## src/rtl/system_pkg.sv

```systemverilog
`default_nettype none

package system_pkg;

	// cpu bus widths
	localparam int addr_width = 16;
	localparam int data_width = 8;

	// where a cpu address lands
	typedef enum logic [3:0] {
		region_pgrom,
		region_wkram,
		region_in0,
		region_video_ctl,
		region_joystick,
		region_analog_l,
		region_spinner,
		region_sq1,
		region_sq2,
		region_wave,
		region_noise,
		region_pause,
		region_menu,
		region_poly_en,
		region_none
	} region_t;

	// single-byte registers
	localparam logic [addr_width-1:0] in0_addr = 16'h8000;
	localparam logic [addr_width-1:0] video_ctl_addr = 16'h8001;
	localparam logic [addr_width-1:0] pause_addr = 16'h8A30;
	localparam logic [addr_width-1:0] menu_addr = 16'h8A31;
	localparam logic [addr_width-1:0] poly_en_addr = 16'h8A32;

	// input pages, matched on addr[15:8]
	localparam logic [7:0] joystick_page = 8'h81;
	localparam logic [7:0] analog_l_page = 8'h82;
	localparam logic [7:0] spinner_page = 8'h85;
	localparam logic [7:0] sq1_page = 8'h86;
	localparam logic [7:0] sq2_page = 8'h87;
	localparam logic [7:0] wave_page = 8'h88;
	localparam logic [7:0] noise_page = 8'h89;

	// work ram sits at 0xc000 and up
	localparam logic [1:0] wkram_base_bits = 2'd3;

	// packed input words
	localparam int joystick_bits = 192;
	localparam int analog_l_bits = 256;
	localparam int spinner_bits = 96;
	localparam int sound_word_bits = 11;

	// blue high, then green, red low
	typedef logic [23:0] rgb_t;

endpackage

`default_nettype wire

```

## src/rtl/layer_mixer.sv

```systemverilog
`timescale 1ns/1ps
`default_nettype none

module layer_mixer (
	input wire sprite_layer_high,
	input wire system_pkg::rgb_t char_rgb,
	input wire system_pkg::rgb_t sprite_rgb,
	input wire system_pkg::rgb_t tile_rgb,
	input wire char_a,
	input wire sprite_a,
	input wire tile_a,
	input wire [system_pkg::data_width-1:0] star_grey,
	input wire hb,
	input wire vb,
	output logic [system_pkg::data_width-1:0] vga_r,
	output logic [system_pkg::data_width-1:0] vga_g,
	output logic [system_pkg::data_width-1:0] vga_b
);

	system_pkg::rgb_t star_rgb;
	system_pkg::rgb_t rgb_final;
	logic de;

	// stars are grey
	assign star_rgb = {3{star_grey}};

	always_comb
	begin
		// sprites above chars
		if (sprite_layer_high)
			rgb_final = sprite_a ? sprite_rgb :
				char_a ? char_rgb :
				tile_a ? tile_rgb : star_rgb;
		// chars above sprites
		else
			rgb_final = char_a ? char_rgb :
				sprite_a ? sprite_rgb :
				tile_a ? tile_rgb : star_rgb;
	end

	// black outside the active area
	assign de = !(hb || vb);
	assign vga_r = de ? rgb_final[7:0] : '0;
	assign vga_g = de ? rgb_final[15:8] : '0;
	assign vga_b = de ? rgb_final[23:16] : '0;

endmodule

`default_nettype wire

```

## config.mk

```make
export PLATFORM = sky130hd
export DESIGN_NAME = layer_mixer
export DESIGN_NICKNAME = d
export VERILOG_FILES = /design/src/rtl/system_pkg.sv /design/src/rtl/layer_mixer.sv
export SDC_FILE = /design/constraint.sdc
export NUM_CORES = 1
export LEC_CHECK = 0
export ABC_AREA = 1
export ABC_CLOCK_PERIOD_IN_PS = 3700
export BUFFER_PORTS_ARGS = -buffer_cell sky130_fd_sc_hd__buf_2
export CAP_MARGIN = 30
export CORE_MARGIN = 1.5
export CORE_UTILIZATION = 40
export DETAILED_ROUTE_END_ITERATION = 16
export PLACE_DENSITY = 0.9
export SLEW_MARGIN = 20
export SYNTH_ARGS = -nofsm -noshare
export SYNTH_HDL_FRONTEND = slang
export SYNTH_SLANG_ARGS = --single-unit
```

## constraint.sdc

```tcl
create_clock -name vclk -period 3.7
set_clock_uncertainty 0.2 [all_clocks]
set_input_delay 0.74 -clock vclk [all_inputs]
set_output_delay 0.74 -clock vclk [all_outputs]
set_load 0.02 [all_outputs]
```

Word level (Yosys, flattened, before mapping)
Index checks and enable logic that the tools add are counted.

Register bits after elaboration: 0. Logic and storage cells: 10. Bits in latches: 0. ROM bits: 0. Memories: 0. Bits in writable memories: 0. Output and inout port bits: 24.

Equality and inequality tests: 0. Multipliers: 0. Divide/modulo/power cells: 0. Order comparisons: 0. Bitwise operators: 0. Add/subtract/negate cells: 0. Multiplexer cells: 9. Reduce and logical (&&, ||, !) cells: 1. Shift operators: 0.

Operators by type and width (count): $mux 24 (6); $mux 8 (3); $logic_or 1x1->1 (1).

Longest topological paths before layout
Depth after elaboration: 5. Depth in mapped cells: 6. Depth with buffers taken out: 5.

Least setup slack after synthesis
OpenSTA, ideal clock, no wires.

Path kind: input to output. From: in vb. To: out vga_b[0] (netlist name). Path slack: 1.195 ns. Stages on the path: 4. Arrival: 1.565 ns. Path buffers: 1. Path through: nor2_1 -> buf_2 -> nand3_1 -> nor2_1.

Cells in the longest elaborated chain, start to end: 2.

RTL lines: from (decl) (RTL line layer_mixer.sv:14) `input wire vb,`; $logic_or 1x1->1 (RTL line layer_mixer.sv:42) `assign de = !(hb || vb);`; $mux 8 (RTL line layer_mixer.sv:45) `assign vga_b = de ? rgb_final[23:16] : '0;`; to (decl) (RTL line layer_mixer.sv:17) `output logic [system_pkg::data_width-1:0] vga_b`.

No other way between the ends.

Worst setup path in the final report
From: in char_a. To: out vga_b[4] (netlist name).

Cells in the longest elaborated chain, start to end: 4.

RTL lines: from (decl) (RTL line layer_mixer.sv:9) `input wire char_a,`; $mux 24 (RTL line layer_mixer.sv:32) `char_a ? char_rgb :`; $mux 24 (RTL line layer_mixer.sv:31) `rgb_final = sprite_a ? sprite_rgb :`; $mux 24 * (RTL line layer_mixer.sv:30) `if (sprite_layer_high)`; $mux 8 * (RTL line layer_mixer.sv:45).

Mark *: on every way between the ends. The rest lies on a longest branch, timed or not.

==> key figures <==
Floorplanning
  • Die W: 54.02 um
  • Die Ht: 54.02 um
  • Core area: 2477 um2
  • Die area: 2918 um2
  • # IOs: 110
  • Cell Rows: 18
  • Initial Util: 42.02%

Placement
  • Port bufs: 110
  • DPL Wire Length: 2744 um
  • Placer Congestion: 0.7566
  • Placed cell count: 373
  • Area post-placement: 1559 um2
  • Pre-CTS WS: 0.7212 ns

Drt
  • Total wire length: 3617 um
  • DR vias: 1,750
  • DR pass1 iterations: 4
  • Routed Antenna Nets: 0
  • Vias per cell: 4.692
  • Residual DRC: 0
  • Post-DR wirelength/cell: 9.697 um
  • DR iter-0 viols: 34

Global routing
  • Grt met3 use: 0.2778%
  • Met1 usage: 27.45%
  • Global-route wire length before repair: 5457 um
  • GRT busiest layer: met2
  • Initial antenna violation count: 0
  • Largest net degree at the start of global routing: 27
  • Grt total ovfl: 0
  • Vias in the first global route: 1,450
  • Total global-route track usage: 23.69%
  • Met2 Use GR: 49.59%

Final layout
  • Area occupied by registers: 0 um2
  • Most common cell after layout, fill and taps aside: buf_2
  • Share of cells above drive strength 1: 33.82%
  • Final std cells w/o fill: 373
  • Fin area: 1559 um2
  • Final net count: 431
  • Syn-to-layout area delta: 49.76%
  • Num sequential: 0
  • Most frequent cells in the layout: buf_2 (110), nand2_1 (78), nor2_1 (65), nand3_1 (41), inv_1 (36)
  • Filler cells: 240
  • Ant. Diodes: 0
  • CLK BUF: 0

STA
  • Rel. slew slack: 65.75%
  • Final setup TNS: 0 ns
  • Final setup viols: 0
  • Unrepaired setup endpoints after global routing: no
  • Max-slew violation count: 0
  • Hold Violations, Final: 0
  • Max Fclk: 334.5 MHz
  • Final min period: 2.990 ns
  • Fin crit share: 80.80%
  • Final worst setup slack: 0.7104 ns
  • Worst slew pin tran: 0.5138 ns

Hold path
  • WHS Endpoint: vga_g[6]
  • Hold depth: 6
  • Min-Delay Path Class: primary input to output pin
  • Hold_sp: tile_rgb[14]

Logic synthesis
  • Syn nets: 333
  • Avg Inst Size Synth: 4.215 um2
  • Share of the yosys chip area belonging to registers: 0%
  • Yosys cell types: 10
  • Warnings, synthesis: 0
  • Gate Count Post-Synth: 247
  • Syn Std Cell Area: 1041 um2

Critical path
  • Type of origin of the critical path: primary input
  • Maximum net fanout on the critical path: 26
  • Crit path arrival time: 2.05 ns
  • Crit path kind: primary input to output pin
  • Crit. End Element: output pin
  • Worst Path Required: 2.76 ns

Power
  • VDD IR-drop max: 0.08634 mV
  • LEAKAGE: 1.121 nW
  • Pwr dens: 109.2 nW/um2

CTS
  • Quantity of gates resized following cts: 0
  • Cts hold-fix bufs: 0
  • Post-CTS Repair Setup Buffers: 0

Run status
  • Status: completed

Job
  • Max Cap Violations: 0
[per-stage QoR]
stage | total power [mW] | hold slack, ns | utilization (%)
floorplan | 0.1032 | 1.502 | -
global placement | 0.1673 | 1.712 | 62.93
detailed placement | 0.1698 | 1.713 | 62.93
CTS | 0.1705 | 1.713 | 62.93
global route | 0.1925 | 1.762 | 62.93
finish | 0.1702 | 1.713 | 62.93
[power by group]
part | internal [mW] | leakage, nW | total (mW) | switching [mW]
logic | 0.0718 | 1.12 | 0.170 | 0.0983
clock network | 0 | 0 | 0 | 0
registers | 0 | 0 | 0 | 0
total | 0.0718 | 1.12 | 0.170 | 0.0983
[worst max-delay path, cell delays in order]
cell and delay [ns]:
buf_2 0.41, nand2_2 0.38, nand2_1 0.16, nand3_1 0.07, nor2_1 0.10, buf_2 0.17
[how the worst max path moves through the flow]
| stage | slack, ns | to | cells past startpoint | startpoint |
|---|---|---|---|---|
| floorplan | 1.20 | vga_b[0] | 4 | vb |
| global placement | 0.75 | vga_b[4] | 6 | char_a |
| detailed placement | 0.72 | vga_g[1] | 6 | char_a |
| CTS | 0.72 | vga_g[1] | 6 | char_a |
| global route | 0.55 | vga_r[4] | 6 | char_a |
| finish | 0.71 | vga_b[4] | 6 | char_a |
[layer usage]
layer / share of wire (%) / wire length (um)
met3: 6.4 / 233
met5: 0 / 0
met1: 40 / 1433
met4: 0 / 0
met2: 54 / 1950
[kinds of logic after synthesis]
family	Yosys count	share of synthesized area (%)
and+or+nand+nor	195	78.97
buffers and inverters	52	21.03
[final cells by class]
class / count / area [um2] / share of cell area [%]
Multi-Input combinational cell: 195 / 824.5 / 52.89
Timing Repair Buffer: 111 / 558.0 / 35.79
Inverter: 37 / 138.9 / 8.908
Tap cell: 30 / 37.54 / 2.408
[cells in the mapped netlist]
cell type / count / area [um2]
buf_2: 13 / 65.06
buf_4: 2 / 15.01
inv_1: 36 / 135.1
inv_2: 1 / 3.750
nand2_1: 78 / 292.8
nand2_2: 2 / 12.51
nand3_1: 41 / 205.2
nand3b_1: 7 / 52.55
nor2_1: 66 / 247.7
nor2_4: 1 / 11.26
Power figures use the tool's default switching activity.
