### src/rtl/system_pkg.sv
`default_nettype none

package system_pkg;

	// cpu bus widths
	localparam int addr_width = 16;
	localparam int data_width = 8;

	// where a cpu address lands
	typedef enum logic [3:0] {
		region_pgrom,
		region_wkram,
		region_in0,
		region_video_ctl,
		region_joystick,
		region_analog_l,
		region_spinner,
		region_sq1,
		region_sq2,
		region_wave,
		region_noise,
		region_pause,
		region_menu,
		region_poly_en,
		region_none
	} region_t;

	// single-byte registers
	localparam logic [addr_width-1:0] in0_addr = 16'h8000;
	localparam logic [addr_width-1:0] video_ctl_addr = 16'h8001;
	localparam logic [addr_width-1:0] pause_addr = 16'h8A30;
	localparam logic [addr_width-1:0] menu_addr = 16'h8A31;
	localparam logic [addr_width-1:0] poly_en_addr = 16'h8A32;

	// input pages, matched on addr[15:8]
	localparam logic [7:0] joystick_page = 8'h81;
	localparam logic [7:0] analog_l_page = 8'h82;
	localparam logic [7:0] spinner_page = 8'h85;
	localparam logic [7:0] sq1_page = 8'h86;
	localparam logic [7:0] sq2_page = 8'h87;
	localparam logic [7:0] wave_page = 8'h88;
	localparam logic [7:0] noise_page = 8'h89;

	// work ram sits at 0xc000 and up
	localparam logic [1:0] wkram_base_bits = 2'd3;

	// packed input words
	localparam int joystick_bits = 192;
	localparam int analog_l_bits = 256;
	localparam int spinner_bits = 96;
	localparam int sound_word_bits = 11;

	// blue high, then green, red low
	typedef logic [23:0] rgb_t;

endpackage

`default_nettype wire

### src/rtl/system_control.sv
`timescale 1ns/1ps
`default_nettype none

module system_control (
	input wire clk_24,
	input wire arst_n,
	input wire system_pkg::region_t region,
	input wire cpu_wr_n,
	input wire [system_pkg::data_width-1:0] cpu_dout,
	input wire pause,
	input wire menu,
	output logic pause_system,
	output logic sprite_layer_high,
	output logic menu_trigger
);

	logic [system_pkg::data_width-1:0] video_control;
	logic pause_trigger;

	// either source holds the system
	assign pause_system = pause || pause_trigger;

	// bit 0 puts sprites above the character map
	assign sprite_layer_high = video_control[0];

	always_ff @(posedge clk_24 or negedge arst_n)
	begin
		if (!arst_n)
		begin
			video_control <= '0;
			pause_trigger <= 1'b0;
			menu_trigger <= 1'b0;
		end
		else
		begin
			if (!cpu_wr_n && region == system_pkg::region_video_ctl)
				video_control <= cpu_dout;
			// cpu requests pause, external pause releases it
			if (!cpu_wr_n && region == system_pkg::region_pause)
				pause_trigger <= 1'b1;
			if (pause)
				pause_trigger <= 1'b0;
			// menu button latches, cpu acknowledges by writing
			if (menu)
				menu_trigger <= 1'b1;
			if (!cpu_wr_n && region == system_pkg::region_menu)
				menu_trigger <= 1'b0;
		end
	end

endmodule

`default_nettype wire

### config.mk
export PLATFORM = sky130hd
export DESIGN_NAME = system_control
export DESIGN_NICKNAME = d
export VERILOG_FILES = /design/src/rtl/system_pkg.sv /design/src/rtl/system_control.sv
export SDC_FILE = /design/constraint.sdc
export NUM_CORES = 1
export LEC_CHECK = 0
export BUFFER_PORTS_ARGS = -buffer_cell sky130_fd_sc_hd__buf_2
export CORE_AREA = 2 2 39 41
export CTS_BUF_LIST = sky130_fd_sc_hd__clkbuf_16
export DETAILED_ROUTE_END_ITERATION = 6
export DIE_AREA = 0 0 41 43
export HOLD_SLACK_MARGIN = 0.06
export SLEW_MARGIN = 20
export SYNTH_ARGS = -nofsm -noshare
export SYNTH_HDL_FRONTEND = slang
export SYNTH_SLANG_ARGS = --single-unit
### constraint.sdc
create_clock -name clk_24 -period 0.95 [get_ports clk_24]
set_input_delay 0.19 -clock clk_24 [delete_from_list [all_inputs] [get_ports clk_24]]
set_output_delay 0.19 -clock clk_24 [all_outputs]
set_load 0.1 [all_outputs]
* Yosys cells after proc, flatten, opt, wreduce, memory -nomap -nowiden
Cells that the tools add are included.
** Cells by class
- Multiplexer cells :: 4
- Equal/unequal tests :: 3
- Bitwise gates (word level) :: 0
- Divide/modulo/power cells :: 0
- Multiply operators :: 0
- Add/subtract/negate cells :: 0
- Reductions and logical operators :: 7
- Shifts and indexed selects :: 0
- $lt $le $gt $ge :: 0
** Operators by type and width (number)
- 4-bit == test (second input constant) :: 2
- 4-bit by 2-bit == test with 1-bit output (second input constant) :: 1
- 1-bit 2-to-1 mux :: 4
- 2-bit nonzero test :: 2
- 1-bit logical AND :: 3
- 1-bit logical NOT :: 1
- 1-bit logical OR :: 1
** Storage, ports and cells
- Latch bits :: 0
- Output and inout bits :: 3
- Input bits :: 17
- Register bits :: 3
- Memories kept :: 0
- ROM bits :: 0
- Memory bits (writable) :: 0

* Logic depth before layout (Yosys ltp)
- Depth in word-level cells :: 4
- Mapped depth :: 3

* Worst setup path after synthesis
Ideal clock, no wire load.
- Kind :: register to register
- Start :: register video_control[0] (netlist name)
- End :: register video_control[0] (netlist name)
- Buffers on the path :: 0
- Path slack :: -0.308 ns
- Arrival :: 1.132 ns
- Period minus slack after synthesis :: 1.258 ns
- Cell stages (with the launch flop) :: 2
- Required time :: 0.824 ns
- Cell sequence :: dfrtp_1 -> mux2_4
** RTL lines
- end signal: assignment :: line system_control.sv:37 : video_control <= cpu_dout;
- end: declaration :: line system_control.sv:17 : logic [system_pkg::data_width-1:0] video_control;

* Worst setup path after layout
- Start :: register pause_trigger
- End :: output port pause_system
** On the way
- Longest elaborated chain between the ends :: 1
** RTL lines
- start: declaration :: line system_control.sv:18 : logic pause_trigger;
- start signal: assignment :: line system_control.sv:31 : pause_trigger <= 1'b0;
- start signal: assignment :: line system_control.sv:40 : pause_trigger <= 1'b1;
- start signal: assignment :: line system_control.sv:42 : pause_trigger <= 1'b0;
- 1-bit logical OR :: line system_control.sv:21 : assign pause_system = pause || pause_trigger;
- end: declaration :: line system_control.sv:12 : output logic pause_system,
No other way between the ends.

==> impl_metrics.ini <==
[placement]
gp_congestion = 0.437
dpl.cell_count = 44
dp_worst_setup_slack_ns = -0.136
portBuffers = 12

[setup_path]
critPathTopFamily = flip-flops
slowest_stage = dfrtp_1
worstSetupPathType = flop to primary output
cp.arrival_ns = 1.00
worst_setup_path_end_kind = primary output
slowest_delay_ns = 0.37
startpoint_type = flop
critPathMaxFanout = 2
crit_chain = or2_4, buf_12
crit_buf_inv = 1
required_ns = 0.76

[sta]
tightest_slew_ns = 0.245
setup_viol = 3
fin_skew_ns = 0
finalCritPeriodShare = 1.25
worst_slack_ns = -0.239
finalCriticalPeriod_ns = 1.19
rsz0062_at_grt = true
slew_viol_final = 0
maxSlewHeadroom = 0.835
whs_ns = 0.194
max_freq_ghz = 0.841
hold_violations = 0

[synthesis]
ys_warn_count = 0
synth_top_family_by_area = simple AND/OR/NAND/NOR gates
synth_nets = 30
synth_edf_count = 0
synth_fa_ha_area_frac = 0
async_flop_share = 1.00
synth_compound_area_frac = 0.0625
yosys.area.top_type = dfrtp_1
netlist_instances = 13
yosysTopAreaCellShare = 0.536
synth.area.mux_share = 0.107
syn-cell-area_um2 = 140
synth_common_cells = 4 x nor2_1, 3 x dfrtp_1
synth_area_leaders = dfrtp_1 54%, mux2_4 11%, nor2_1 11%, and4b_1 7.1%, a41oi_1 6.3%
post-synth-top-count-cell = nor2_1
yosys.area_share.simple = 0.295
syn_area_per_cell_um2 = 10.8
synth_xor_area_frac = 0
ys_seq_area_frac = 0.536
synth.distinct_cells = 8
ys_ff_latch = 3
synth_top_flop_cell = dfrtp_1

[die]
dieArea_mm2 = 0.00176
die_w_um = 41
die_y_um = 43
core-area_mm2 = 0.00138
initial_core_util = 0.101
ios = 20
fp-row-count = 14

[global_routing]
grt_max_degree = 4
grt_pass1_wl_um = 558
antenna_found_initial = 0
grt_pass1_vias = 163
grt_usage = 0.0562
grt_overflow_total = 0

[cts]
tritoncts = done
h-tree-depth = 1
clk_latency_ns = 0.22
postCtsSetupRepairBufs = 0
clockBufferDepth = 2
clk_pin_slew_ns = 0.03
clockRootBuffer = clkbuf_16
cts_num_sinks = 3
cts_inserted_buffers = 3

[cells_and_area]
stdcell_count = 49
nFillCells = 147
final_nets = 51
drive_above_1_share = 0.667
area_delta_synth_final_pct = 172
n_antenna_cell = 0

[route]
vias = 169
dr.pass1.iters = 2
wl_per_cell_um = 7.51
drt_iter0_markers = 1
totalWireLength_um = 368
ant_nets = 0
viasPerCell = 3.45
drc = 0

[pwr]
finalPower_mw = 1.04
ir_worst_vdd_mv = 0.542
cellPowerDensity_mw_per_mm2 = 2730
p_leak_nw = 0.186

[outcome]
outcome = finished with violations
violations = negative setup slack

[job]
maxCapViolCount = 0

[min_path]
min_path_type = primary input to flop
-- state kept, by name (all words and copies together) (netlist names) --
name	count
pause_trigger	1
video_control	1
menu_trigger	1
-- repair_timing --
item,4_1_cts,5_1_grt
pin swaps,0,0
endpoints found under the hold margin,3,0
gates resized for setup,4,0
hold buffers,1,0
setup endpoints to repair,3,3
-- metal layers --
layer,vias up,part of all wire,routed length (um),GRT usage
met5,-,0,0,0
met4,0,0.038,14,0.0800
met3,2,0.18,67,0.0471
met2,13,0.36,131,0.0688
met1,67,0.42,154,0.0418
li1,87,-,-,-
-- logic make-up after synthesis --
| kind of cell | count (synthesis) |
|---|---|
| and+or+nand+nor | 8 |
| DFF | 3 |
| AOI/OAI and AO/OA | 1 |
| muxes | 1 |
-- where the power goes --
part | internal (mW) | switching, mW
registers | 0.143 | 0.0125
logic | 0.0967 | 0.132
clock network | 0.543 | 0.114
total | 0.783 | 0.259
-- metrics by stage --
step	utilization	instance area, um2	TNS, ns
2_1_floorplan	-	145	-0.0919
3_3_place_gp	0.201	278	-0.244
3_5_place_dp	0.201	278	-0.249
4_1_cts	0.276	382	-0.347
5_1_grt	0.276	382	-0.381
6_report	0.276	382	-0.325
-- layout by cell type (no fill, tap or decap) --
cell           Yosys  final
buf_2              0      9
nor2_1             4      4
clkbuf_16          0      3
buf_12             0      3
buf_4              0      3
dfrtp_2            0      2
or2_4              0      1
nand2_1            1      1
nor4_1             1      1
and4b_1            1      1
mux2_4             1      1
a41oi_1            1      1
inv_1              0      1
dlygate4sd3_1      0      1
dfrtp_1            3      1
-- final timing paths --
kind,start,depth (start not counted),slack (ns),to
min reg2reg,pause_trigger,2,0.50,pause_trigger
max,pause_trigger,2,-0.24,pause_system
min in group asynchronous,arst_n,2,0.29,pause_trigger
max in group asynchronous,arst_n,2,0.54,menu_trigger
max reg2reg,video_control[0],1,0.15,video_control[0]
min,menu,3,0.19,menu_trigger
-- layout make-up --
| type | count | area [um2] | share of cell area |
|---|---|---|---|
| Timing Repair Buffer | 16 | 138 | 0.361 |
| Sequential cell | 3 | 77.6 | 0.203 |
| Clock buffer | 3 | 75.1 | 0.197 |
| Tap cell | 16 | 20.0 | 0.0525 |
| Multi-Input combinational cell | 10 | 67.6 | 0.177 |
| Clock inverter | 1 | 3.75 | 0.00984 |
(Power assumes the default switching activity.)
