<file path="config.mk">
export PLATFORM = sky130hd
export DESIGN_NAME = address_decoder
export DESIGN_NICKNAME = d
export VERILOG_FILES = /design/src/rtl/system_pkg.sv /design/src/rtl/address_decoder.sv
export SDC_FILE = /design/constraint.sdc
export NUM_CORES = 1
export LEC_CHECK = 0
export BUFFER_PORTS_ARGS = -buffer_cell sky130_fd_sc_hd__buf_2
export CAP_MARGIN = 30
export CELL_PAD_IN_SITES_DETAIL_PLACEMENT = 0
export CELL_PAD_IN_SITES_GLOBAL_PLACEMENT = 1
export CORE_AREA = 2 2 39 41
export DETAILED_ROUTE_END_ITERATION = 8
export DIE_AREA = 0 0 41 43
export PLACE_DENSITY = 0.79
export SLEW_MARGIN = 20
export SYNTH_ARGS = -nofsm -noshare
export SYNTH_HDL_FRONTEND = slang
export SYNTH_SLANG_ARGS = --single-unit
</file>
<file path="constraint.sdc">
create_clock -name vclk -period 2.4
set_input_delay 0.48 -clock vclk [all_inputs]
set_output_delay 0.48 -clock vclk [all_outputs]
set_load 0.01 [all_outputs]
</file>
<file path="src/rtl/system_pkg.sv">
`default_nettype none

package system_pkg;

	// cpu bus widths
	localparam int addr_width = 16;
	localparam int data_width = 8;

	// where a cpu address lands
	typedef enum logic [3:0] {
		region_pgrom,
		region_wkram,
		region_in0,
		region_video_ctl,
		region_joystick,
		region_analog_l,
		region_spinner,
		region_sq1,
		region_sq2,
		region_wave,
		region_noise,
		region_pause,
		region_menu,
		region_poly_en,
		region_none
	} region_t;

	// single-byte registers
	localparam logic [addr_width-1:0] in0_addr = 16'h8000;
	localparam logic [addr_width-1:0] video_ctl_addr = 16'h8001;
	localparam logic [addr_width-1:0] pause_addr = 16'h8A30;
	localparam logic [addr_width-1:0] menu_addr = 16'h8A31;
	localparam logic [addr_width-1:0] poly_en_addr = 16'h8A32;

	// input pages, matched on addr[15:8]
	localparam logic [7:0] joystick_page = 8'h81;
	localparam logic [7:0] analog_l_page = 8'h82;
	localparam logic [7:0] spinner_page = 8'h85;
	localparam logic [7:0] sq1_page = 8'h86;
	localparam logic [7:0] sq2_page = 8'h87;
	localparam logic [7:0] wave_page = 8'h88;
	localparam logic [7:0] noise_page = 8'h89;

	// work ram sits at 0xc000 and up
	localparam logic [1:0] wkram_base_bits = 2'd3;

	// packed input words
	localparam int joystick_bits = 192;
	localparam int analog_l_bits = 256;
	localparam int spinner_bits = 96;
	localparam int sound_word_bits = 11;

	// blue high, then green, red low
	typedef logic [23:0] rgb_t;

endpackage

`default_nettype wire

</file>
<file path="src/rtl/address_decoder.sv">
`timescale 1ns/1ps
`default_nettype none

module address_decoder (
	input wire [system_pkg::addr_width-1:0] cpu_addr,
	output system_pkg::region_t region,
	output logic [5:0] byte_index
);

	// upper byte selects the input page
	logic [7:0] page;

	assign page = cpu_addr[15:8];

	// offset inside a page
	assign byte_index = cpu_addr[5:0];

	always_comb
	begin
		// lower half of the map is program rom
		if (!cpu_addr[15])
			region = system_pkg::region_pgrom;
		else if (cpu_addr[15:14] == system_pkg::wkram_base_bits)
			region = system_pkg::region_wkram;
		// exact addresses first
		else if (cpu_addr == system_pkg::in0_addr)
			region = system_pkg::region_in0;
		else if (cpu_addr == system_pkg::video_ctl_addr)
			region = system_pkg::region_video_ctl;
		else if (cpu_addr == system_pkg::pause_addr)
			region = system_pkg::region_pause;
		else if (cpu_addr == system_pkg::menu_addr)
			region = system_pkg::region_menu;
		else if (cpu_addr == system_pkg::poly_en_addr)
			region = system_pkg::region_poly_en;
		// then whole pages
		else if (page == system_pkg::joystick_page)
			region = system_pkg::region_joystick;
		else if (page == system_pkg::analog_l_page)
			region = system_pkg::region_analog_l;
		else if (page == system_pkg::spinner_page)
			region = system_pkg::region_spinner;
		else if (page == system_pkg::sq1_page)
			region = system_pkg::region_sq1;
		else if (page == system_pkg::sq2_page)
			region = system_pkg::region_sq2;
		else if (page == system_pkg::wave_page)
			region = system_pkg::region_wave;
		else if (page == system_pkg::noise_page)
			region = system_pkg::region_noise;
		else
			region = system_pkg::region_none;
	end

endmodule

`default_nettype wire

</file>
=== After elaboration in Yosys (flattened, before gate mapping) ===
Cells that the tools add are included.

* Mux-type cells: 14
* Bitwise logic cells: 0
* Order comparisons: 0
* Eq/ne operators: 13
* $add $sub $neg: 0
* $mul: 0
* Reductions and logical operators: 0
* Shift-type cells: 0
* Div/mod/pow operators: 0

{| class="wikitable"
|+ Operators by type and width
! kind !! number
|-
| 16-bit equality test (second input constant) || 5
|-
| 8-bit equality test (second input constant) || 7
|-
| 4-bit two-way mux || 11
|-
| 3-bit two-way mux || 3
|-
| 2-bit equality test (second input constant) || 1
|}

* Output and inout bits: 10
* Bits in registers: 0
* Memories: 0
* Latch bits: 0
* RAM bits: 0
* Word-level logic and storage cells: 27
* Memory bits (read-only): 0
* Input port bits: 16

=== Logic depth before layout (Yosys ltp) ===
Gate-level depths: netlist of the first run.

* Word-level depth: 15
* Depth in mapped cells: 4
* Gate-level depth less buffers: 3

=== Least setup slack after synthesis of the first run ===
Ideal clock, no wire load.

* Path kind: input-to-output
* From: input port cpu_addr[7] (netlist bit)
* To: output port region[0]
* Data required time: 1.920 ns
* Path buffers: 1
* Setup slack: 0.343 ns
* Data arrival time: 1.577 ns
* Cell stages on the path: 4
* Cell sequence: or4_1 > buf_2 > o31ai_1 > a32o_1

* Cells in the longest elaborated chain, start to end: 8
* Elaborated cells between the ends (all ways): 12
* Classes of those cells: eq/ne: 5; mux: 7

{| class="wikitable"
|+ Ends and longest elaborated chain
! what !! line !! source
|-
| from (decl) || address_decoder.sv:5 || <nowiki>input wire [system_pkg::addr_width-1:0] cpu_addr,</nowiki>
|-
| 16-bit equality test || address_decoder.sv:34 || <nowiki>else if (cpu_addr == system_pkg::poly_en_addr)</nowiki>
|-
| 4-bit two-way mux || address_decoder.sv:34 ||
|-
| 4-bit two-way mux || address_decoder.sv:32 || <nowiki>else if (cpu_addr == system_pkg::menu_addr)</nowiki>
|-
| 4-bit two-way mux || address_decoder.sv:30 || <nowiki>else if (cpu_addr == system_pkg::pause_addr)</nowiki>
|-
| 4-bit two-way mux || address_decoder.sv:28 || <nowiki>else if (cpu_addr == system_pkg::video_ctl_addr)</nowiki>
|-
| 4-bit two-way mux (*) || address_decoder.sv:26 || <nowiki>else if (cpu_addr == system_pkg::in0_addr)</nowiki>
|-
| 4-bit two-way mux (*) || address_decoder.sv:23 || <nowiki>else if (cpu_addr[15:14] == system_pkg::wkram_base_bits)</nowiki>
|-
| 4-bit two-way mux (*) || address_decoder.sv:21 || <nowiki>if (!cpu_addr[15])</nowiki>
|-
| to (decl) || address_decoder.sv:6 || <nowiki>output system_pkg::region_t region,</nowiki>
|}

Every way passes the cells marked *; elsewhere a longest branch is shown, timed or not.

=== Final worst setup path of the first run ===
* From: input port cpu_addr[7] (netlist bit)
* To: output port region[2]

Same word-level chain as after synthesis.

==> flow_summary.ini, run 1 <==
[run_status]
status = completed

[timing]
max_slew_margin = 0.659
hold_viol_final = 0
period_minus_slack_ns = 2.34
fin_crit_sh = 0.974
finalSetupViolCount = 0
clock.fmax_ghz = 0.428
slew_viol_final = 0
tightest_slew_ns = 0.505
grt_setup_unrepaired = true
postLayoutSetupSlackWorst_ns = 0.0625
timing.hold.ws_ns = 1.16

[synth]
synth_nets = 56
syn_inst = 40
synth.area.mux_share = 0
syn-cell-area_um2 = 273
synth_top_family_by_area = compound AO/OA/AOI/OAI gates
synth_simple_gate_area_share = 0.303
synth-compound-area-share = 0.381
synth.distinct_cells = 25
synthAdderAreaFrac = 0
ys_warn_count = 0
syn_avg_cell_area_um2 = 6.82
synth_xor_xnor_area_share = 0.0642
ys_seq_area_frac = 0

[finish]
nets = 75
drive_gt1_frac = 0.491
n_sequential_cell = 0
syn_to_final_growth_pct = 33.9
fin_util = 0.264
diodes = 0
clockBufferCount = 0
nFillCells = 153
regArea_um2 = 0
layoutNonFillerInstCount = 73

[route]
drt_iter0_drc = 8
first_pass_iters = 4
antenna_left = 0
routed_via_density = 4.81
drc = 0
finalWirelength_um = 740
vias = 351
wl_per_cell_um = 10.1

[floorplan]
coreArea_um2 = 1380
die_y_um = 43
fp.dieW_um = 41
ioPinCount = 26
fp-row-count = 14
start_util = 0.197
dieArea_um2 = 1760

[worst_setup_path]
critical_path.top_delay_family = simple AND/OR/NAND/NOR gates
cp-endpoint = region[2]
cp-end-kind = primary output
critPathBufInv = 2
critPathKind = input port to primary output
cp_num_cells = 5
worstPathCellList = buf_2 -> or4_1 -> o41ai_1 -> a221oi_1 -> buf_2
path_max_fanout = 6
slowest_delay_ns = 0.62
worstPathRequired_ns = 1.92
cp_slowest_cell = or4_1
path_common_cell = buf_2
startpoint_type = input port
crit_arrival_ns = 1.86
startpoint = cpu_addr[7]

[placed_design]
place_congestion = 0.716
pre_cts_ws_ns = 0.0638
dp.cells = 73
hpwl_um = 625
port_buffers = 26

[grt]
grt_pass1_vias = 302
gr-total-overflow = 0
grt_usage = 0.0899
grt_pass1_wl_mm = 1.20
grt_max_degree = 10
antenna_found_initial = 0

[worst_hold_path]
hold_path_class = input port to primary output
hold_depth = 2

[power_and_ir_drop]
power_mw = 0.0557
powerDensity_nw_per_um2 = 152
p_leak_nw = 0.171
ir_drop_uv = 43.5

[job]
drv_cap = 0
[synth_stat cells]
library cell  count  area [µm²]
or4_1             2        15.0
buf_4             6        45.0
a32o_1            1        10.0
a31o_2            1        8.76
a221oi_1          2        17.5
nand3_1           1        5.00
o21ai_0           2        10.0
nor2_1            1        3.75
o41ai_1           2        17.5
nor4_1            1        6.26
nand3b_1          1        7.51
o21ba_2           1        10.0
nand2_1           1        3.75
o31ai_1           2        15.0
buf_2             1        5.00
nor4b_1           1        8.76
clkbuf_1          2        7.51
nor3b_1           1        7.51
and3_1            1        6.26
a31oi_1           1        6.26
o32ai_1           1        8.76
inv_1             3        11.3
nand2b_1          1        6.26
xnor2_1           2        17.5
nor2b_1           2        12.5
[layer usage]
layer / share of wire / up-vias / global-route usage
met1: 0.51 / 146 / 0.146
met3: 0.093 / 0 / 0
met2: 0.40 / 19 / 0.138
met4: 0 / 0 / 0
li1: - / 186 / -
met5: 0 / - / 0
[cells by family after synthesis]
group | after synthesis
simple gates | 13
buf+inv | 12
compound gates | 13
xor+xnor | 2
[where the power goes]
group	internal [mW]	switching, mW	leakage, nW
logic	0.0269	0.0288	0.171
clock network	0	0	0
registers	0	0	0
total	0.0269	0.0288	0.171
[final cells by class]
class / count / area, µm² / area share
multi-input combinational: 28 / 204 / 0.558
timing repair buffer: 26 / 130 / 0.356
tap: 16 / 20.0 / 0.0548
inverter: 3 / 11.3 / 0.0308
[layout by cell type (no fill, tap or decap)]
master / count
or4_1: 2
o21ai_0: 2
xnor2_1: 2
inv_1: 3
nand2b_1: 1
nor4b_1: 1
o31ai_1: 2
nand2_1: 1
and3_1: 1
nor4_1: 1
o32ai_1: 1
buf_2: 26
nor2b_1: 2
nand3_1: 1
a221oi_1: 2
a31oi_1: 1
a32o_1: 1
a31o_2: 1
o41ai_1: 2
nor3b_1: 1
nand3b_1: 1
o21ba_2: 1
nor2_1: 1
[per-stage QoR]
stage | TNS, ns | cell area (µm²)
finish | 0 | 365
global route | -0.0610 | 365
CTS | 0 | 365
detailed placement | 0 | 365
global placement | 0 | 365
floorplan | 0 | 273
[repair_timing]
item                                    in CTS  in global routing
buffers inserted                             0                  0
gates resized for setup                      0                  0
endpoints found under the setup margin       0                  2
endpoints found under the hold margin        0                  0
hold buffers                                 0                  0
[worst min-delay path by stage]
stage | startpoint | to | slack [ns]
2_1_floorplan | cpu_addr[0] | byte_index[0] | 1.05
3_3_place_gp | cpu_addr[3] | byte_index[3] | 1.16
3_5_place_dp | cpu_addr[3] | byte_index[3] | 1.16
4_1_cts | cpu_addr[3] | byte_index[3] | 1.16
5_1_grt | cpu_addr[3] | byte_index[3] | 1.16
6_report | cpu_addr[2] | byte_index[2] | 1.16
No activity file was read; power rests on OpenSTA's default activity.
==> run 2: changes to the inputs <==
Settings changed: PLACE_DENSITY 0.79 to default, PLACE_DENSITY_LB_ADDON from default to 0.1.
==> flow_summary.ini, run 2 (synthesis results as in run 1) <==
[worst_setup_path]
startpoint = cpu_addr[7]
path_max_fanout = 6
startpoint_type = input port
cp-end-kind = primary output
critPathKind = input port to primary output
worstPathRequired_ns = 1.92
crit_arrival_ns = 1.85

[grt]
grt_pass1_vias = 266
grt_usage = 0.0819
grt_max_degree = 10
gr-total-overflow = 0
antenna_found_initial = 0
grt_pass1_wl_mm = 1.07

[finish]
syn_to_final_growth_pct = 36.7
fin_util = 0.269
regArea_um2 = 0
multi_input_area_um2 = 211
layoutNonFillerInstCount = 73
design_area_um2 = 373
final_common_cell = buf_2
clockBufferCount = 0
drive_gt1_frac = 0.509
mostFrequentLayoutCells = 26 x buf_2, 3 x inv_1
n_sequential_cell = 0
diodes = 0
nFillCells = 168
nets = 75

[timing]
tightest_slew_ns = 0.559
slew_viol_final = 0
grt_setup_unrepaired = false
timing.hold.ws_ns = 1.16
finalSetupViolCount = 0
postLayoutSetupSlackWorst_ns = 0.0653
fin_crit_sh = 0.973
hold_viol_final = 0
clock.fmax_ghz = 0.428
tns_ns = 0
max_slew_margin = 0.622
period_minus_slack_ns = 2.33

[route]
first_pass_iters = 4
antenna_left = 0
routed_via_density = 4.86
drc = 0
finalWirelength_um = 812
wl_per_cell_um = 11.1
drt_iter0_drc = 4
vias = 355

[worst_hold_path]
hold_path_class = input port to primary output
holdCritStartpoint = cpu_addr[3]

[power_and_ir_drop]
power_mw = 0.0573
ir_drop_uv = 38.3
p_leak_nw = 0.174
powerDensity_nw_per_um2 = 154

[placed_design]
placedInstanceArea_um2 = 365
place_congestion = 0.713
hpwl_um = 695
dp.cells = 73
port_buffers = 26
pre_cts_ws_ns = 0.0125

[floorplan]
ioPinCount = 26
fp.dieW_um = 41
dieArea_um2 = 1760
start_util = 0.197
fp-row-count = 14
coreArea_um2 = 1380
die_y_um = 43

[job]
drv_cap = 0

[run_status]
status = completed

[cts]
holdBufCountCts = 0
run 2: where the power goes:
| group | internal (mW) | leakage (nW) | total, mW | switching (mW) |
|---|---|---|---|---|
| sequential | 0 | 0 | 0 | 0 |
| combinational | 0.0272 | 0.174 | 0.0573 | 0.0301 |
| clock | 0 | 0 | 0 | 0 |
run 2: layer usage:
| layer | wire (µm) | up-vias | track usage |
|---|---|---|---|
| li1 | - | 184 | - |
| met2 | 379 | 16 | 0.134 |
| met5 | 0 | - | 0 |
| met4 | 0 | 0 | 0 |
| met3 | 67 | 0 | 0.00524 |
| met1 | 364 | 155 | 0.120 |
run 2: worst max-delay path: stages:
cell and delay (ns):
buf_2 0.09, or4_1 0.63, o32ai_1 0.36, a221oi_1 0.13, buf_2 0.15
run 2: what timing repair did:
item	CTS	global route
setup buffers	0	0
gates resized for setup	0	1
endpoints found under the setup margin	0	1
run 2: layout make-up:
cell class,count,share of cell area
inverter,3,0.0302
multi-input combinational,28,0.567
timing repair buffer,26,0.349
tap,16,0.0537
run 2: path summary, 6_finish.rpt:
| path | to | slack, ns | cells past startpoint |
|---|---|---|---|
| max | region[1] | 0.07 | 5 |
| min | byte_index[3] | 1.16 | 2 |
