[src/rtl/system_pkg.sv]
`default_nettype none

package system_pkg;

	// cpu bus widths
	localparam int addr_width = 16;
	localparam int data_width = 8;

	// where a cpu address lands
	typedef enum logic [3:0] {
		region_pgrom,
		region_wkram,
		region_in0,
		region_video_ctl,
		region_joystick,
		region_analog_l,
		region_spinner,
		region_sq1,
		region_sq2,
		region_wave,
		region_noise,
		region_pause,
		region_menu,
		region_poly_en,
		region_none
	} region_t;

	// single-byte registers
	localparam logic [addr_width-1:0] in0_addr = 16'h8000;
	localparam logic [addr_width-1:0] video_ctl_addr = 16'h8001;
	localparam logic [addr_width-1:0] pause_addr = 16'h8A30;
	localparam logic [addr_width-1:0] menu_addr = 16'h8A31;
	localparam logic [addr_width-1:0] poly_en_addr = 16'h8A32;

	// input pages, matched on addr[15:8]
	localparam logic [7:0] joystick_page = 8'h81;
	localparam logic [7:0] analog_l_page = 8'h82;
	localparam logic [7:0] spinner_page = 8'h85;
	localparam logic [7:0] sq1_page = 8'h86;
	localparam logic [7:0] sq2_page = 8'h87;
	localparam logic [7:0] wave_page = 8'h88;
	localparam logic [7:0] noise_page = 8'h89;

	// work ram sits at 0xc000 and up
	localparam logic [1:0] wkram_base_bits = 2'd3;

	// packed input words
	localparam int joystick_bits = 192;
	localparam int analog_l_bits = 256;
	localparam int spinner_bits = 96;
	localparam int sound_word_bits = 11;

	// blue high, then green, red low
	typedef logic [23:0] rgb_t;

endpackage

`default_nettype wire

[src/rtl/cpu_read_mux.sv]
`timescale 1ns/1ps
`default_nettype none

module cpu_read_mux (
	input wire clk_24,
	input wire arst_n,
	input wire system_pkg::region_t region,
	input wire [5:0] byte_index,
	input wire [system_pkg::joystick_bits-1:0] joystick,
	input wire [system_pkg::analog_l_bits-1:0] analog_l,
	input wire [system_pkg::spinner_bits-1:0] spinner,
	input wire [system_pkg::sound_word_bits-1:0] sq1,
	input wire [system_pkg::sound_word_bits-1:0] sq2,
	input wire [system_pkg::sound_word_bits-1:0] wave,
	input wire [system_pkg::sound_word_bits-1:0] noise,
	input wire hs,
	input wire vs,
	input wire hb,
	input wire vb,
	input wire menu,
	input wire menu_trigger,
	input wire poly_en,
	input wire [system_pkg::data_width-1:0] pgrom_q,
	input wire [system_pkg::data_width-1:0] wkram_q,
	output logic [system_pkg::data_width-1:0] cpu_din
);

	localparam int joystick_bytes = system_pkg::joystick_bits / 8;
	localparam int analog_l_bytes = system_pkg::analog_l_bits / 8;
	localparam int spinner_bytes = system_pkg::spinner_bits / 8;

	system_pkg::region_t region_q;
	logic [system_pkg::data_width-1:0] byte_sel;
	logic [system_pkg::data_width-1:0] byte_q;

	// low byte or zero-padded high byte of a sound status word
	function automatic logic [7:0] sound_byte(
		input logic [system_pkg::sound_word_bits-1:0] word,
		input logic hi
	);
		if (hi)
			sound_byte = {{(16 - system_pkg::sound_word_bits){1'b0}},
				word[system_pkg::sound_word_bits-1:8]};
		else
			sound_byte = word[7:0];
	endfunction

	// slice the addressed input byte
	always_comb
	begin
		byte_sel = '0;
		case (region)
			system_pkg::region_in0:
				byte_sel = {hs, vs, hb, vb, 2'b10, menu, 1'b0};
			// indexes beyond the packed words read zero
			system_pkg::region_joystick:
				if (byte_index[4:0] < joystick_bytes)
					byte_sel = joystick[{byte_index[4:0], 3'd0} +: 8];
			system_pkg::region_analog_l:
				if (byte_index < analog_l_bytes)
					byte_sel = analog_l[{byte_index[4:0], 3'd0} +: 8];
			system_pkg::region_spinner:
				if (byte_index[3:0] < spinner_bytes)
					byte_sel = spinner[{byte_index[3:0], 3'd0} +: 8];
			system_pkg::region_sq1:
				byte_sel = sound_byte(sq1, byte_index[0]);
			system_pkg::region_sq2:
				byte_sel = sound_byte(sq2, byte_index[0]);
			system_pkg::region_wave:
				byte_sel = sound_byte(wave, byte_index[0]);
			system_pkg::region_noise:
				byte_sel = sound_byte(noise, byte_index[0]);
			system_pkg::region_menu:
				byte_sel = {8{menu_trigger}};
			system_pkg::region_poly_en:
				byte_sel = {8{poly_en}};
			default:
				byte_sel = '0;
		endcase
	end

	// one cycle stage, lines up with the memory reads
	always_ff @(posedge clk_24 or negedge arst_n)
	begin
		if (!arst_n)
		begin
			region_q <= system_pkg::region_none;
			byte_q <= '0;
		end
		else
		begin
			region_q <= region;
			byte_q <= byte_sel;
		end
	end

	always_comb
	begin
		case (region_q)
			system_pkg::region_pgrom:
				cpu_din = pgrom_q;
			system_pkg::region_wkram:
				cpu_din = wkram_q;
			default:
				cpu_din = byte_q;
		endcase
	end

endmodule

`default_nettype wire

[config.mk]
export PLATFORM = sky130hd
export DESIGN_NAME = cpu_read_mux
export DESIGN_NICKNAME = d
export VERILOG_FILES = /design/src/rtl/system_pkg.sv /design/src/rtl/cpu_read_mux.sv
export SDC_FILE = /design/constraint.sdc
export NUM_CORES = 1
export LEC_CHECK = 0
export BUFFER_PORTS_ARGS = -buffer_cell sky130_fd_sc_hd__buf_2
export CAP_MARGIN = 20
export CORE_AREA = 8 8 240 242
export CTS_BUF_LIST = sky130_fd_sc_hd__clkbuf_16
export CTS_CLUSTER_DIAMETER = 120
export DETAILED_ROUTE_END_ITERATION = 10
export DIE_AREA = 0 0 248 250
export RECOVER_POWER = 25
export SLEW_MARGIN = 20
export SYNTH_ARGS = -nofsm -noshare
export SYNTH_HDL_FRONTEND = slang
export SYNTH_SLANG_ARGS = --single-unit
[constraint.sdc]
create_clock -name clk_24 -period 3.5 [get_ports clk_24]
set_input_delay 0.7 -clock clk_24 [delete_from_list [all_inputs] [get_ports clk_24]]
set_output_delay 0.7 -clock clk_24 [all_outputs]
set_load 0.01 [all_outputs]
# Word level (Yosys, flattened, before mapping)
# Cells that the tools add are included.
[totals] regBits=12 out_inout_bits=8
[classes] magnitude_cmp=3 n_eq_ne=11 n_shift=3 muxes=9 reduce_logical=1
[ops] op="$shiftx 256x9->8" count=1
[ops] op="$shiftx 192x9->8" count=1
[ops] op="$shiftx 96x8->8" count=1
[ops] op="$pmux 8 s10" count=1
[ops] op="$mux 8" count=7
[ops] op="$eq 4x4->1 const B" count=5
[ops] op="$eq 4x3->1 const B" count=4
[ops] op="$pmux 8 s2" count=1
[ops] op="$lt 6x6->1 const B" count=1
[ops] op="$lt 5x5->1 const B" count=1
[ops] op="$eq 4x1->1 const B" count=1
[ops] op="$eq 4x2->1 const B" count=1
[ops] op="$logic_not 4->1" count=1
[ops] op="$lt 4x4->1 const B" count=1

# Logic depth before layout (Yosys ltp)
# Gate-level depths: netlist of the first run.
[depth] word_depth=3 depth_mapped=8

# Worst setup path after synthesis of the first run
# Ideal clock, no wire load.
[synth_path] kind="in2reg" from="input byte_index[1]" to="register byte_q[0] in the netlist's numbering" setup_time_ns=0.136 arrival_time_ns=2.320 required_time_ns=3.364 setup_slack_ns=1.045 cell_stages=6 cell_sequence="buf_2 buf_1 mux4_2 mux4_2 a22oi_1 nand3_1"
[synth_via] elab_chain_len=3
[synth_rtl] element="from (decl)" line_no="cpu_read_mux.sv:8" source="input wire [5:0] byte_index,"
[synth_rtl] element="$shiftx 256x9->8 (tied with other cells)" line_no="cpu_read_mux.sv:61" source="byte_sel = analog_l[{byte_index[4:0], 3'd0} +: 8];"
[synth_rtl] element="$mux 8, on equally long branches" line_no="cpu_read_mux.sv:60, cpu_read_mux.sv:57, cpu_read_mux.sv:63"
[synth_rtl] element="$pmux 8 s10 *" line_no="cpu_read_mux.sv:52" source="case (region)"
[synth_rtl] element="net byte_sel, one bit" line_no="cpu_read_mux.sv:33" source="logic [system_pkg::data_width-1:0] byte_sel;"
[synth_rtl] element="to (signal assigned)" line_no="cpu_read_mux.sv:93" source="byte_q <= byte_sel;"
[synth_rtl] element="to (decl)" line_no="cpu_read_mux.sv:34" source="logic [system_pkg::data_width-1:0] byte_q;"
# The timed path passes the listed nets; every way through them passes the cells marked *.

# Worst setup path in the final report of the first run
[layout_path] from="input byte_index[0]" to="register byte_q[0] in the netlist's numbering"
# Same word-level chain as after synthesis.

==> results by group, run 1 <==
Run status
  • Run status: complete, no violations

CTS
  • Clk root buf: clkbuf_16
  • Post-cts resize count: 0
  • Hold buffer count at CTS: 0
  • CTS Buf Count: 3
  • # clock sinks: 12
  • H-tree levels: 1
  • CTS tree: yes
  • Clock Tree Buf Depth: 2
  • Setup Fix Bufs, Post-CTS: 0
  • Clock transition at path regs: 60 ps

Timing
  • Final hold vios: 0
  • Slew @ Worst Pin: ~1100 ps
  • Clock period minus worst slack: about 3000 ps
  • Final Max Tran Viols: 0
  • # setup viols final: 0
  • Final period util: between 80% and 90%
  • RSZ-0062 raised after global routing: no
  • Rel. slew slack: roughly 29%
  • Max Clk Rate: roughly 0.33 GHz
  • WHS: between 500 and 600 ps
  • Setup TNS: 0 ps

Setup path
  • Worst Path Required: about 3600 ps
  • Crit-path max cell delay: 560 ps
  • Most used cell, CP: mux4_2
  • CP Class: in2reg
  • Critical path arrival: 3150 ps
  • Startpoint Class: primary input
  • Worst Setup End Kind: flop
  • Cell family with most CP delay: multiplexers
  • Crit path cell chain: buf_8 -> buf_12 -> mux4_2 -> mux4_2 -> a22oi_1 -> nand3_1
  • Max Fanout on Critical Path: a little over 40
  • Highest-delay cell along the critical path: mux4_2
  • Worst path buffer plus inverter count: 2

Run
  • Max Cap Viol: 0

Route
  • Routed via count: between 7000 and 8000
  • DRC: 0
  • Initial DRC count: 454
  • Vias per cell: approximately 4.2
  • WL final: 48100 um
  • Routed WL per cell: ~27 um
  • Antenna viol nets, final: 0
  • 1st-pass router iterations: 4

Cells and area
  • Most frequent cells in the layout: buf_2, mux4_2, mux2i_1
  • Share of layout cells above drive strength 1: about 78%
  • Layout Area Growth over Synthesis: 75.6%
  • Fillers: between 5000 and 6000
  • Layout Nets: 1674
  • Commonest non-fill, non-tap cell in the layout: buf_2

Global route
  • First-pass GRT wire length: about 64000 um
  • Vias in the first global route: around 8500
  • Total track usage: roughly 14%
  • Initial antenna violation count: 19
  • Largest net degree at the start of global routing: 45
  • GRT Residual Overflow: 0

Logic synthesis
  • Synth cell types: 50
  • Ys Warns: 0
  • Top post-synthesis cells by area: mux4_2, mux2i_1, dfrtp_1
  • Yosys reg bits: 12
  • Cell area after synthesis: 5490 sq um
  • Top_reg_cell synth: dfrtp_1
  • Register area share after synthesis: between 5 and 6%
  • Post-synth top area share: between 50% and 60%
  • Post-synth ARST share: between 90% and 100%
  • Synth area leader: mux4_2
  • Syn avg cell area: 12.4 sq um
  • Post-Syn Instances: between 400 and 500
  • Syn_nets: approximately 1100
  • EDFF count, synth: 0

Die
  • Die Wd: between 200 and 250 um
  • Die Y: 250 um
  • Die ar.: 62000 sq um
  • Initial core utilization: about a tenth
  • Cell Rows: between 80 and 90
  • Ports: 631
  • Core area: around 53000 sq um

Power
  • Power per Cell Area: 157 nW/um^2
  • Max VDD drop: 141 uV
  • Leakage power: around 4.4 nW

Placement
  • IO Port Bufs: 630
  • Final GP Congestion: roughly 0.93
  • Hpwl dp: approximately 43000 um

Hold path
  • Worst min path class: in2async
where the power goes:
| part | leakage, nW | switching, W | internal (W) |
|---|---|---|---|
| sequential | 0.147 | 0.0000150 | 0.000153 |
| clock | 0.0386 | 0.0000823 | 0.000152 |
| combinational | 4.22 | 0.000481 | 0.000627 |
| total | 4.40 | 0.000578 | 0.000932 |
final timing paths:
kind	start	end	slack (ps)	cells past startpoint
max	byte_index[0]	byte_q[0]	440	6
min	arst_n	region_q[0]	580	1
max in group asynchronous	arst_n	byte_q[6]	2330	1
min in group clk_24	region[2]	region_q[2]	650	1
routing by layer:
metal / GRT usage [%] / routed length (um) / up-vias
met5: 0 / 67 / -
met4: 1.76 / 444 / 10
met3: 3.69 / 3860 / 40
met2: 25.9 / 24500 / 488
met1: 17.6 / 19200 / 3694
li1: - / - / 3206
per-stage QoR:
step | utilization (%) | cell area [sq um] | total power, W | worst slack (ps) | cells
3_3_place_gp | 17.8 | 9530 | 0.00128 | 72.3 | 1742
2_1_floorplan | - | 5490 | 0.000696 | 1040 | 441
3_5_place_dp | 17.8 | 9540 | 0.00130 | 23.9 | 1742
4_1_cts | 18.0 | 9620 | 0.00156 | 298 | 1746
5_1_grt | 18.0 | 9630 | 0.00162 | 222 | 1750
6_report | 18.0 | 9640 | 0.00151 | 437 | 1754
cell type report:
cell class	instances	area (sq um)	share of cell area (%)
antenna	8	20.0	0.208
clock buffer	3	75.1	0.779
clock inverter	1	3.75	0.0390
multi-input combinational	375	4900	50.8
sequential	12	304	3.16
tap	696	871	9.04
timing repair buffer	659	3460	35.9
state kept, by name, summed over array words and instances (netlist names):
signal and count:
byte_q 8, region_q 4
Yosys cell counts (all sizes together) (2+ instances only):
| cell type | number |
|---|---|
| nor2 | 17 |
| a2111oi | 3 |
| nor3b | 4 |
| a22oi | 20 |
| nand2 | 18 |
| mux2i | 42 |
| nor4b | 2 |
| nor3 | 4 |
| mux2 | 9 |
| mux4 | 141 |
| clkbuf | 18 |
| a22o | 7 |
| dfrtp | 9 |
| dfstp | 3 |
| and3b | 2 |
| o221ai | 6 |
| nand2b | 3 |
| and2 | 2 |
| a311oi | 2 |
| nor2b | 13 |
| nand3 | 10 |
| o21ai | 9 |
| and3 | 3 |
| a211o | 2 |
| o2111a | 3 |
| a31oi | 3 |
| nand3b | 7 |
| buf | 36 |
| nor4 | 2 |
| a21oi | 25 |
| nand4 | 4 |
cells by family after synthesis:
logic type,share of synthesized area [%]
DFF,5.54
AOI/OAI and AO/OA,11.1
and+or+nand+nor,9.85
muxes,67.8
buffers and inverters,5.70
Note: power is estimated with default switching activity, not from simulation.
==> run 2, diff against run 1 <==
--- a/config.mk
+++ b/config.mk
@@ -13,6 +13,8 @@
 export DETAILED_ROUTE_END_ITERATION = 10
 export DIE_AREA = 0 0 248 250
 export RECOVER_POWER = 25
+export REMOVE_ABC_BUFFERS = 1
+export SKIP_CTS_REPAIR_TIMING = 1
 export SLEW_MARGIN = 20
 export SYNTH_ARGS = -nofsm -noshare
 export SYNTH_HDL_FRONTEND = slang
==> run 2 against run 1 <==
Clock power increased by 4%; maximum frequency up 4.9%; critical path depth increased by 1; highest routed layer unchanged; critical path type unchanged; utilization rose by 0.20 points; worst hold slack better by 30 ps; routed wire length is 3.6% lower; sequential power about the same; worst setup slack improved by 140 ps; clock-buffer cell count unchanged; largest cell class unchanged; first-iteration DRC count increased by 5.3%.
==> results by group, run 2 (synthesis results as in run 1) <==
Run status
  • Run status: complete, no violations

Global route
  • Initial antenna violation count: 19 (unchanged)
  • Total track usage: 14.0% (-0.49 points)
  • Largest net degree at the start of global routing: 55 (+22%)
  • First-pass GRT wire length: 62600 um (-1.8%)
  • Vias in the first global route: 8673 (+2.4%)
  • GRT Residual Overflow: 0 (unchanged)

Cells and area
  • Commonest non-fill, non-tap cell in the layout: buf_2
  • Final Core Density: 18.2% (+0.20 points)
  • Finished Layout Cells: 1772 (+1.0%)
  • Share of layout cells above drive strength 1: 77.8% (+0.24 points)
  • Biggest regs: byte_q x8, region_q x4
  • Largest reg by FF count: byte_q
  • Fillers: 5984 (+0.71%)
  • Layout Nets: 1690 (+0.96%)
  • Most frequent cells in the layout: buf_2, mux4_2, mux2i_1
  • Finished Cell Area: 9740 sq um (+1.1%)
  • Layout Area Growth over Synthesis: 77.6%
  • Max reg flops: 8 (unchanged)

Timing
  • Final setup margin: 580 ps (+143 ps)
  • Final period util: 83.4% (-4.1 points)
  • RSZ-0062 raised after global routing: no
  • Slew @ Worst Pin: 1040 ps (-21.9 ps)
  • Rel. slew slack: 30.3% (+1.8 points)
  • Setup TNS: 0 ps (unchanged)
  • Final Max Tran Viols: 0 (unchanged)
  • Final hold vios: 0 (unchanged)
  • Max Clk Rate: 0.342 GHz (+4.9%)
  • # setup viols final: 0 (unchanged)
  • Clock period minus worst slack: 2920 ps (-143 ps)

Setup path
  • Most used cell, CP: mux4_2
  • Max Fanout on Critical Path: 39 (-4.9%)
  • Highest-delay cell along the critical path: mux4_2
  • CP Class: in2reg
  • Worst Setup End Kind: flop
  • Crit-path max cell delay: 490 ps (-70 ps)
  • Crit path cell chain: buf_8 -> buf_12 -> buf_4 -> mux4_2 -> mux4_2 -> a22oi_1 -> nand3_1
  • Critical path arrival: 3020 ps (-130 ps)
  • Worst Path Required: 3600 ps (about the same)
  • Crit path from: byte_index[0]
  • Startpoint Class: primary input
  • Cell family with most CP delay: multiplexers
  • Worst path buffer plus inverter count: 3 (+1)

Die
  • Ports: 631 (unchanged)
  • Cell Rows: 85 (unchanged)
  • Die Y: 250 um (unchanged)
  • Core area: 53500 sq um (unchanged)
  • Die ar.: 62000 sq um (unchanged)
  • Initial core utilization: 10.3% (unchanged)
  • Die Wd: 248 um (unchanged)

Placement
  • Hpwl dp: 42200 um (-2.0%)
  • DP Area: 9640 sq um (+1.1%)
  • IO Port Bufs: 630 (unchanged)
  • # placed instances: 1758 (+0.92%)
  • Place WS: 75.0 ps (+51.1 ps)
  • Final GP Congestion: 0.939 (+1.0%)

Hold path
  • Worst min path class: in2async

Power
  • Leakage power: 4.48 nW (+1.7%)
  • Max VDD drop: 115 uV (-19%)
  • Power per Cell Area: 154 nW/um^2 (-2.0%)

Route
  • Antenna viol nets, final: 0 (unchanged)
  • Routed via count: 7473 (+0.47%)
  • Initial DRC count: 478 (+5.3%)
  • WL final: 46400 um (-3.6%)
  • 1st-pass router iterations: 4 (unchanged)
  • DRC: 0 (unchanged)
  • Vias per cell: 4.22 (-0.55%)
  • Routed WL per cell: 26.2 um (-4.6%)

CTS
  • Clock Tree Buf Depth: 2 (unchanged)
  • H-tree levels: 1 (unchanged)
  • Clock transition at path regs: 60 ps (about the same)
  • CTS Buf Count: 3 (unchanged)
  • Clk root buf: clkbuf_16
  • # clock sinks: 12 (unchanged)
  • CTS tree: yes

Run
  • Max Cap Viol: 0 (unchanged)
-- run 2: cell count changes in the layout (fill, tap and decap cells not counted), sizes merged --
| cell | previous run | this run |
|---|---|---|
| buf | 658 | 674 |
| diode | 8 | 10 |
-- run 2: power by group --
group | switching (W) | total (W) | internal, W
logic | 0.000454 | 0.00109 | 0.000634
registers | 0.0000134 | 0.000166 | 0.000153
clock network | 0.0000911 | 0.000244 | 0.000153
-- run 2: cell type report --
cell class                      count  area [sq um]  share of cell area, %
Sequential cell                    12           304                   3.12
Clock inverter                      1          3.75                 0.0385
Tap cell                          696           871                   8.94
Clock buffer                        3          75.1                  0.771
Multi-Input combinational cell    375          4890                   50.2
Antenna cell                       10          25.0                  0.257
Timing Repair Buffer              675          3570                   36.7
-- run 2: stage by stage --
step           total power [W]  hold slack (ps)
3_5_place_dp           0.00128              675
5_1_grt                0.00160              657
6_report               0.00150              606
2_1_floorplan         0.000595              404
3_3_place_gp           0.00126              676
4_1_cts                0.00153              391
-- run 2: metal layers --
layer  wire length (um)  vias up  track usage [%]
li1                   -     3238                -
met1              18600     3680             17.3
met2              22900      507             24.0
met3               4130       42             3.22
met4                745        6             3.64
met5                 41        -                0
-- run 2: worst max path at each step --
stage                 to  slack [ps]  cells past startpoint
5_1_grt        byte_q[0]         300                      7
3_5_place_dp   byte_q[0]          80                      7
2_1_floorplan  byte_q[4]        1220                      5
4_1_cts        byte_q[0]         350                      7
6_report       byte_q[0]         580                      7
3_3_place_gp   byte_q[3]        -270                      8
==> run 3, diff against run 2 <==
--- a/config.mk
+++ b/config.mk
@@ -7,11 +7,11 @@
 export LEC_CHECK = 0
 export BUFFER_PORTS_ARGS = -buffer_cell sky130_fd_sc_hd__buf_2
 export CAP_MARGIN = 20
-export CORE_AREA = 8 8 240 242
+export CORE_AREA = 8 8 242 244
 export CTS_BUF_LIST = sky130_fd_sc_hd__clkbuf_16
 export CTS_CLUSTER_DIAMETER = 120
 export DETAILED_ROUTE_END_ITERATION = 10
-export DIE_AREA = 0 0 248 250
+export DIE_AREA = 0 0 250 252
 export RECOVER_POWER = 25
 export REMOVE_ABC_BUFFERS = 1
 export SKIP_CTS_REPAIR_TIMING = 1
==> constraint.sdc (replaced) <==
create_clock -name clk_24 -period 2.75 [get_ports clk_24]
set_input_delay 0.55 -clock clk_24 [delete_from_list [all_inputs] [get_ports clk_24]]
set_output_delay 0.55 -clock clk_24 [all_outputs]
set_load 0.01 [all_outputs]
==> run 3 against run 2 <==
Sequential power up 30%; first-iteration DRC count down 11%; routed wire length up 1.6%; global-route usage up 0.092 points.
==> results by group, run 3 (synthesis results as in run 1) <==
Run status
  • Run status: complete, no violations

Setup path
  • Crit path from: byte_index[0]
  • Stages on worst setup path: 7 (unchanged)
  • Crit path cell chain: buf_8 -> buf_4 -> mux4_2 -> o221ai_1 -> a211oi_2 -> buf_12 -> or4_1
  • Cell family with most CP delay: buffers and inverters
  • Crit path to: byte_q[4]
  • Critical path arrival: 2650 ps (-370 ps)
  • Worst path buffer plus inverter count: 3 (unchanged)
  • Crit-path max cell delay: 530 ps (+40 ps)
  • CP Class: in2reg
  • Worst Setup End Kind: flop
  • Startpoint Class: primary input
  • Max Fanout on Critical Path: 24 (-38%)
  • Highest-delay cell along the critical path: mux4_2
  • Worst Path Required: 2880 ps (-720 ps)

Global route
  • Vias in the first global route: 8770 (+1.1%)
  • Largest net degree at the start of global routing: 33 (-40%)
  • GRT Residual Overflow: 0 (unchanged)
  • Total track usage: 14.1% (+0.092 points)
  • First-pass GRT wire length: 64500 um (+3.0%)
  • Initial antenna violation count: 16 (-3)

Timing
  • Final Max Tran Viols: 0 (unchanged)
  • Rel. slew slack: 23.0% (-7.3 points)
  • Setup TNS: 0 ps (unchanged)
  • RSZ-0062 raised after global routing: no
  • Final period util: between 90% and 100%
  • Final hold vios: 0 (unchanged)
  • Slew @ Worst Pin: 1150 ps (+110 ps)
  • Clock period minus worst slack: between 2000 and 3000 ps
  • # setup viols final: 0 (unchanged)
  • Max Clk Rate: between 0.3 and 0.4 GHz

Route
  • Initial DRC count: 427 (-11%)
  • WL final: 47100 um (+1.6%)
  • Routed WL per cell: 26.1 um (-0.13%)
  • Vias per cell: 4.15 (-1.5%)
  • Antenna viol nets, final: 0 (unchanged)
  • 1st-pass router iterations: 4 (unchanged)
  • Routed via count: 7482 (+0.12%)
  • DRC: 0 (unchanged)

CTS
  • # clock sinks: 12 (unchanged)
  • Clock transition at path regs: 70 ps (about the same)
  • CTS Buf Count: 3 (unchanged)
  • CTS tree: yes
  • Clk root buf: clkbuf_16
  • Clock Tree Buf Depth: 2 (unchanged)
  • H-tree levels: 1 (unchanged)

Cells and area
  • Commonest non-fill, non-tap cell in the layout: buf_2
  • Biggest regs: byte_q x8, region_q x4
  • Share of layout cells above drive strength 1: 78.5% (+0.75 points)
  • Layout Area Growth over Synthesis: 81.7%
  • Max reg flops: 8 (unchanged)
  • Largest reg by FF count: byte_q
  • Multi-input logic area: 4890 sq um (unchanged)
  • Fillers: 6093 (+1.8%)
  • FF+latch area: 304 sq um (unchanged)
  • Layout Nets: 1718 (+1.7%)
  • Finished Layout Cells: 1802 (+1.7%)
  • Most frequent cells in the layout: buf_2, mux4_2, buf_4

Die
  • Die ar.: 63000 sq um (+1.6%)
  • Ports: 631 (unchanged)
  • Core area: 54700 sq um (+2.2%)
  • Initial core utilization: 10.0% (-0.22 points)
  • Die Wd: 250 um (+0.81%)
  • Cell Rows: 86 (+1.2%)
  • Die Y: 252 um (+0.80%)

Placement
  • Final GP Congestion: 0.939 (about the same)
  • Hpwl dp: 43000 um (+1.8%)
  • IO Port Bufs: 630 (unchanged)
  • # placed instances: 1794 (+2.0%)

Hold path
  • Worst min path class: in2async

Power
  • Power per Cell Area: 198 nW/um^2 (+29%)
  • Leakage power: 4.61 nW (+3.0%)
  • Max VDD drop: 157 uV (+37%)

Run
  • Max Cap Viol: 0 (unchanged)
run 3: changes by cell type in the layout (fill, tap and decap cells not counted), sizes merged:
cell,change
buf,+28
diode,-6
run 3: layer usage:
layer | vias to the layer above | track usage, % | routed length [um] | part of all wire (%)
li1 | 3284 | - | - | -
met1 | 3681 | 16.3 | 18700 | 40
met2 | 457 | 26.1 | 24200 | 51
met3 | 50 | 3.82 | 3330 | 7.1
met4 | 10 | 2.29 | 806 | 1.7
met5 | - | 0 | 69 | 0.15
run 3: worst min-delay path by stage:
stage	from	end	slack, ps
after floorplan	arst_n	byte_q[0]	250
after global placement	arst_n	region_q[0]	570
after detailed placement	arst_n	byte_q[0]	560
after CTS	arst_n	byte_q[0]	260
after global routing	region[1]	region_q[1]	500
final	arst_n	byte_q[5]	490
run 3: layout make-up:
cell class / instances / area share, %
sequential: 12 / 3.05
clock inverter: 1 / 0.0376
multi-input combinational: 375 / 49.1
timing repair buffer: 703 / 38.1
tap: 704 / 8.83
antenna: 4 / 0.100
clock buffer: 3 / 0.753
run 3: metrics by stage:
stage	hold slack, ps	util (%)	power, W	cell area [sq um]	setup slack [ps]
after floorplan	254	-	0.000757	5170	621
after global placement	570	18.0	0.00165	9860	-1320
after detailed placement	563	18.1	0.00168	9880	-443
after CTS	258	18.2	0.00204	9960	-152
after global routing	501	18.2	0.00212	9960	39.3
final	488	18.2	0.00197	9970	222
run 3: power breakdown:
| group | total, W | internal, W | switching, W |
|---|---|---|---|
| logic | 0.00143 | 0.000833 | 0.000598 |
| registers | 0.000215 | 0.000194 | 0.0000201 |
| clock network | 0.000327 | 0.000195 | 0.000132 |
| total | 0.00197 | 0.00122 | 0.000750 |
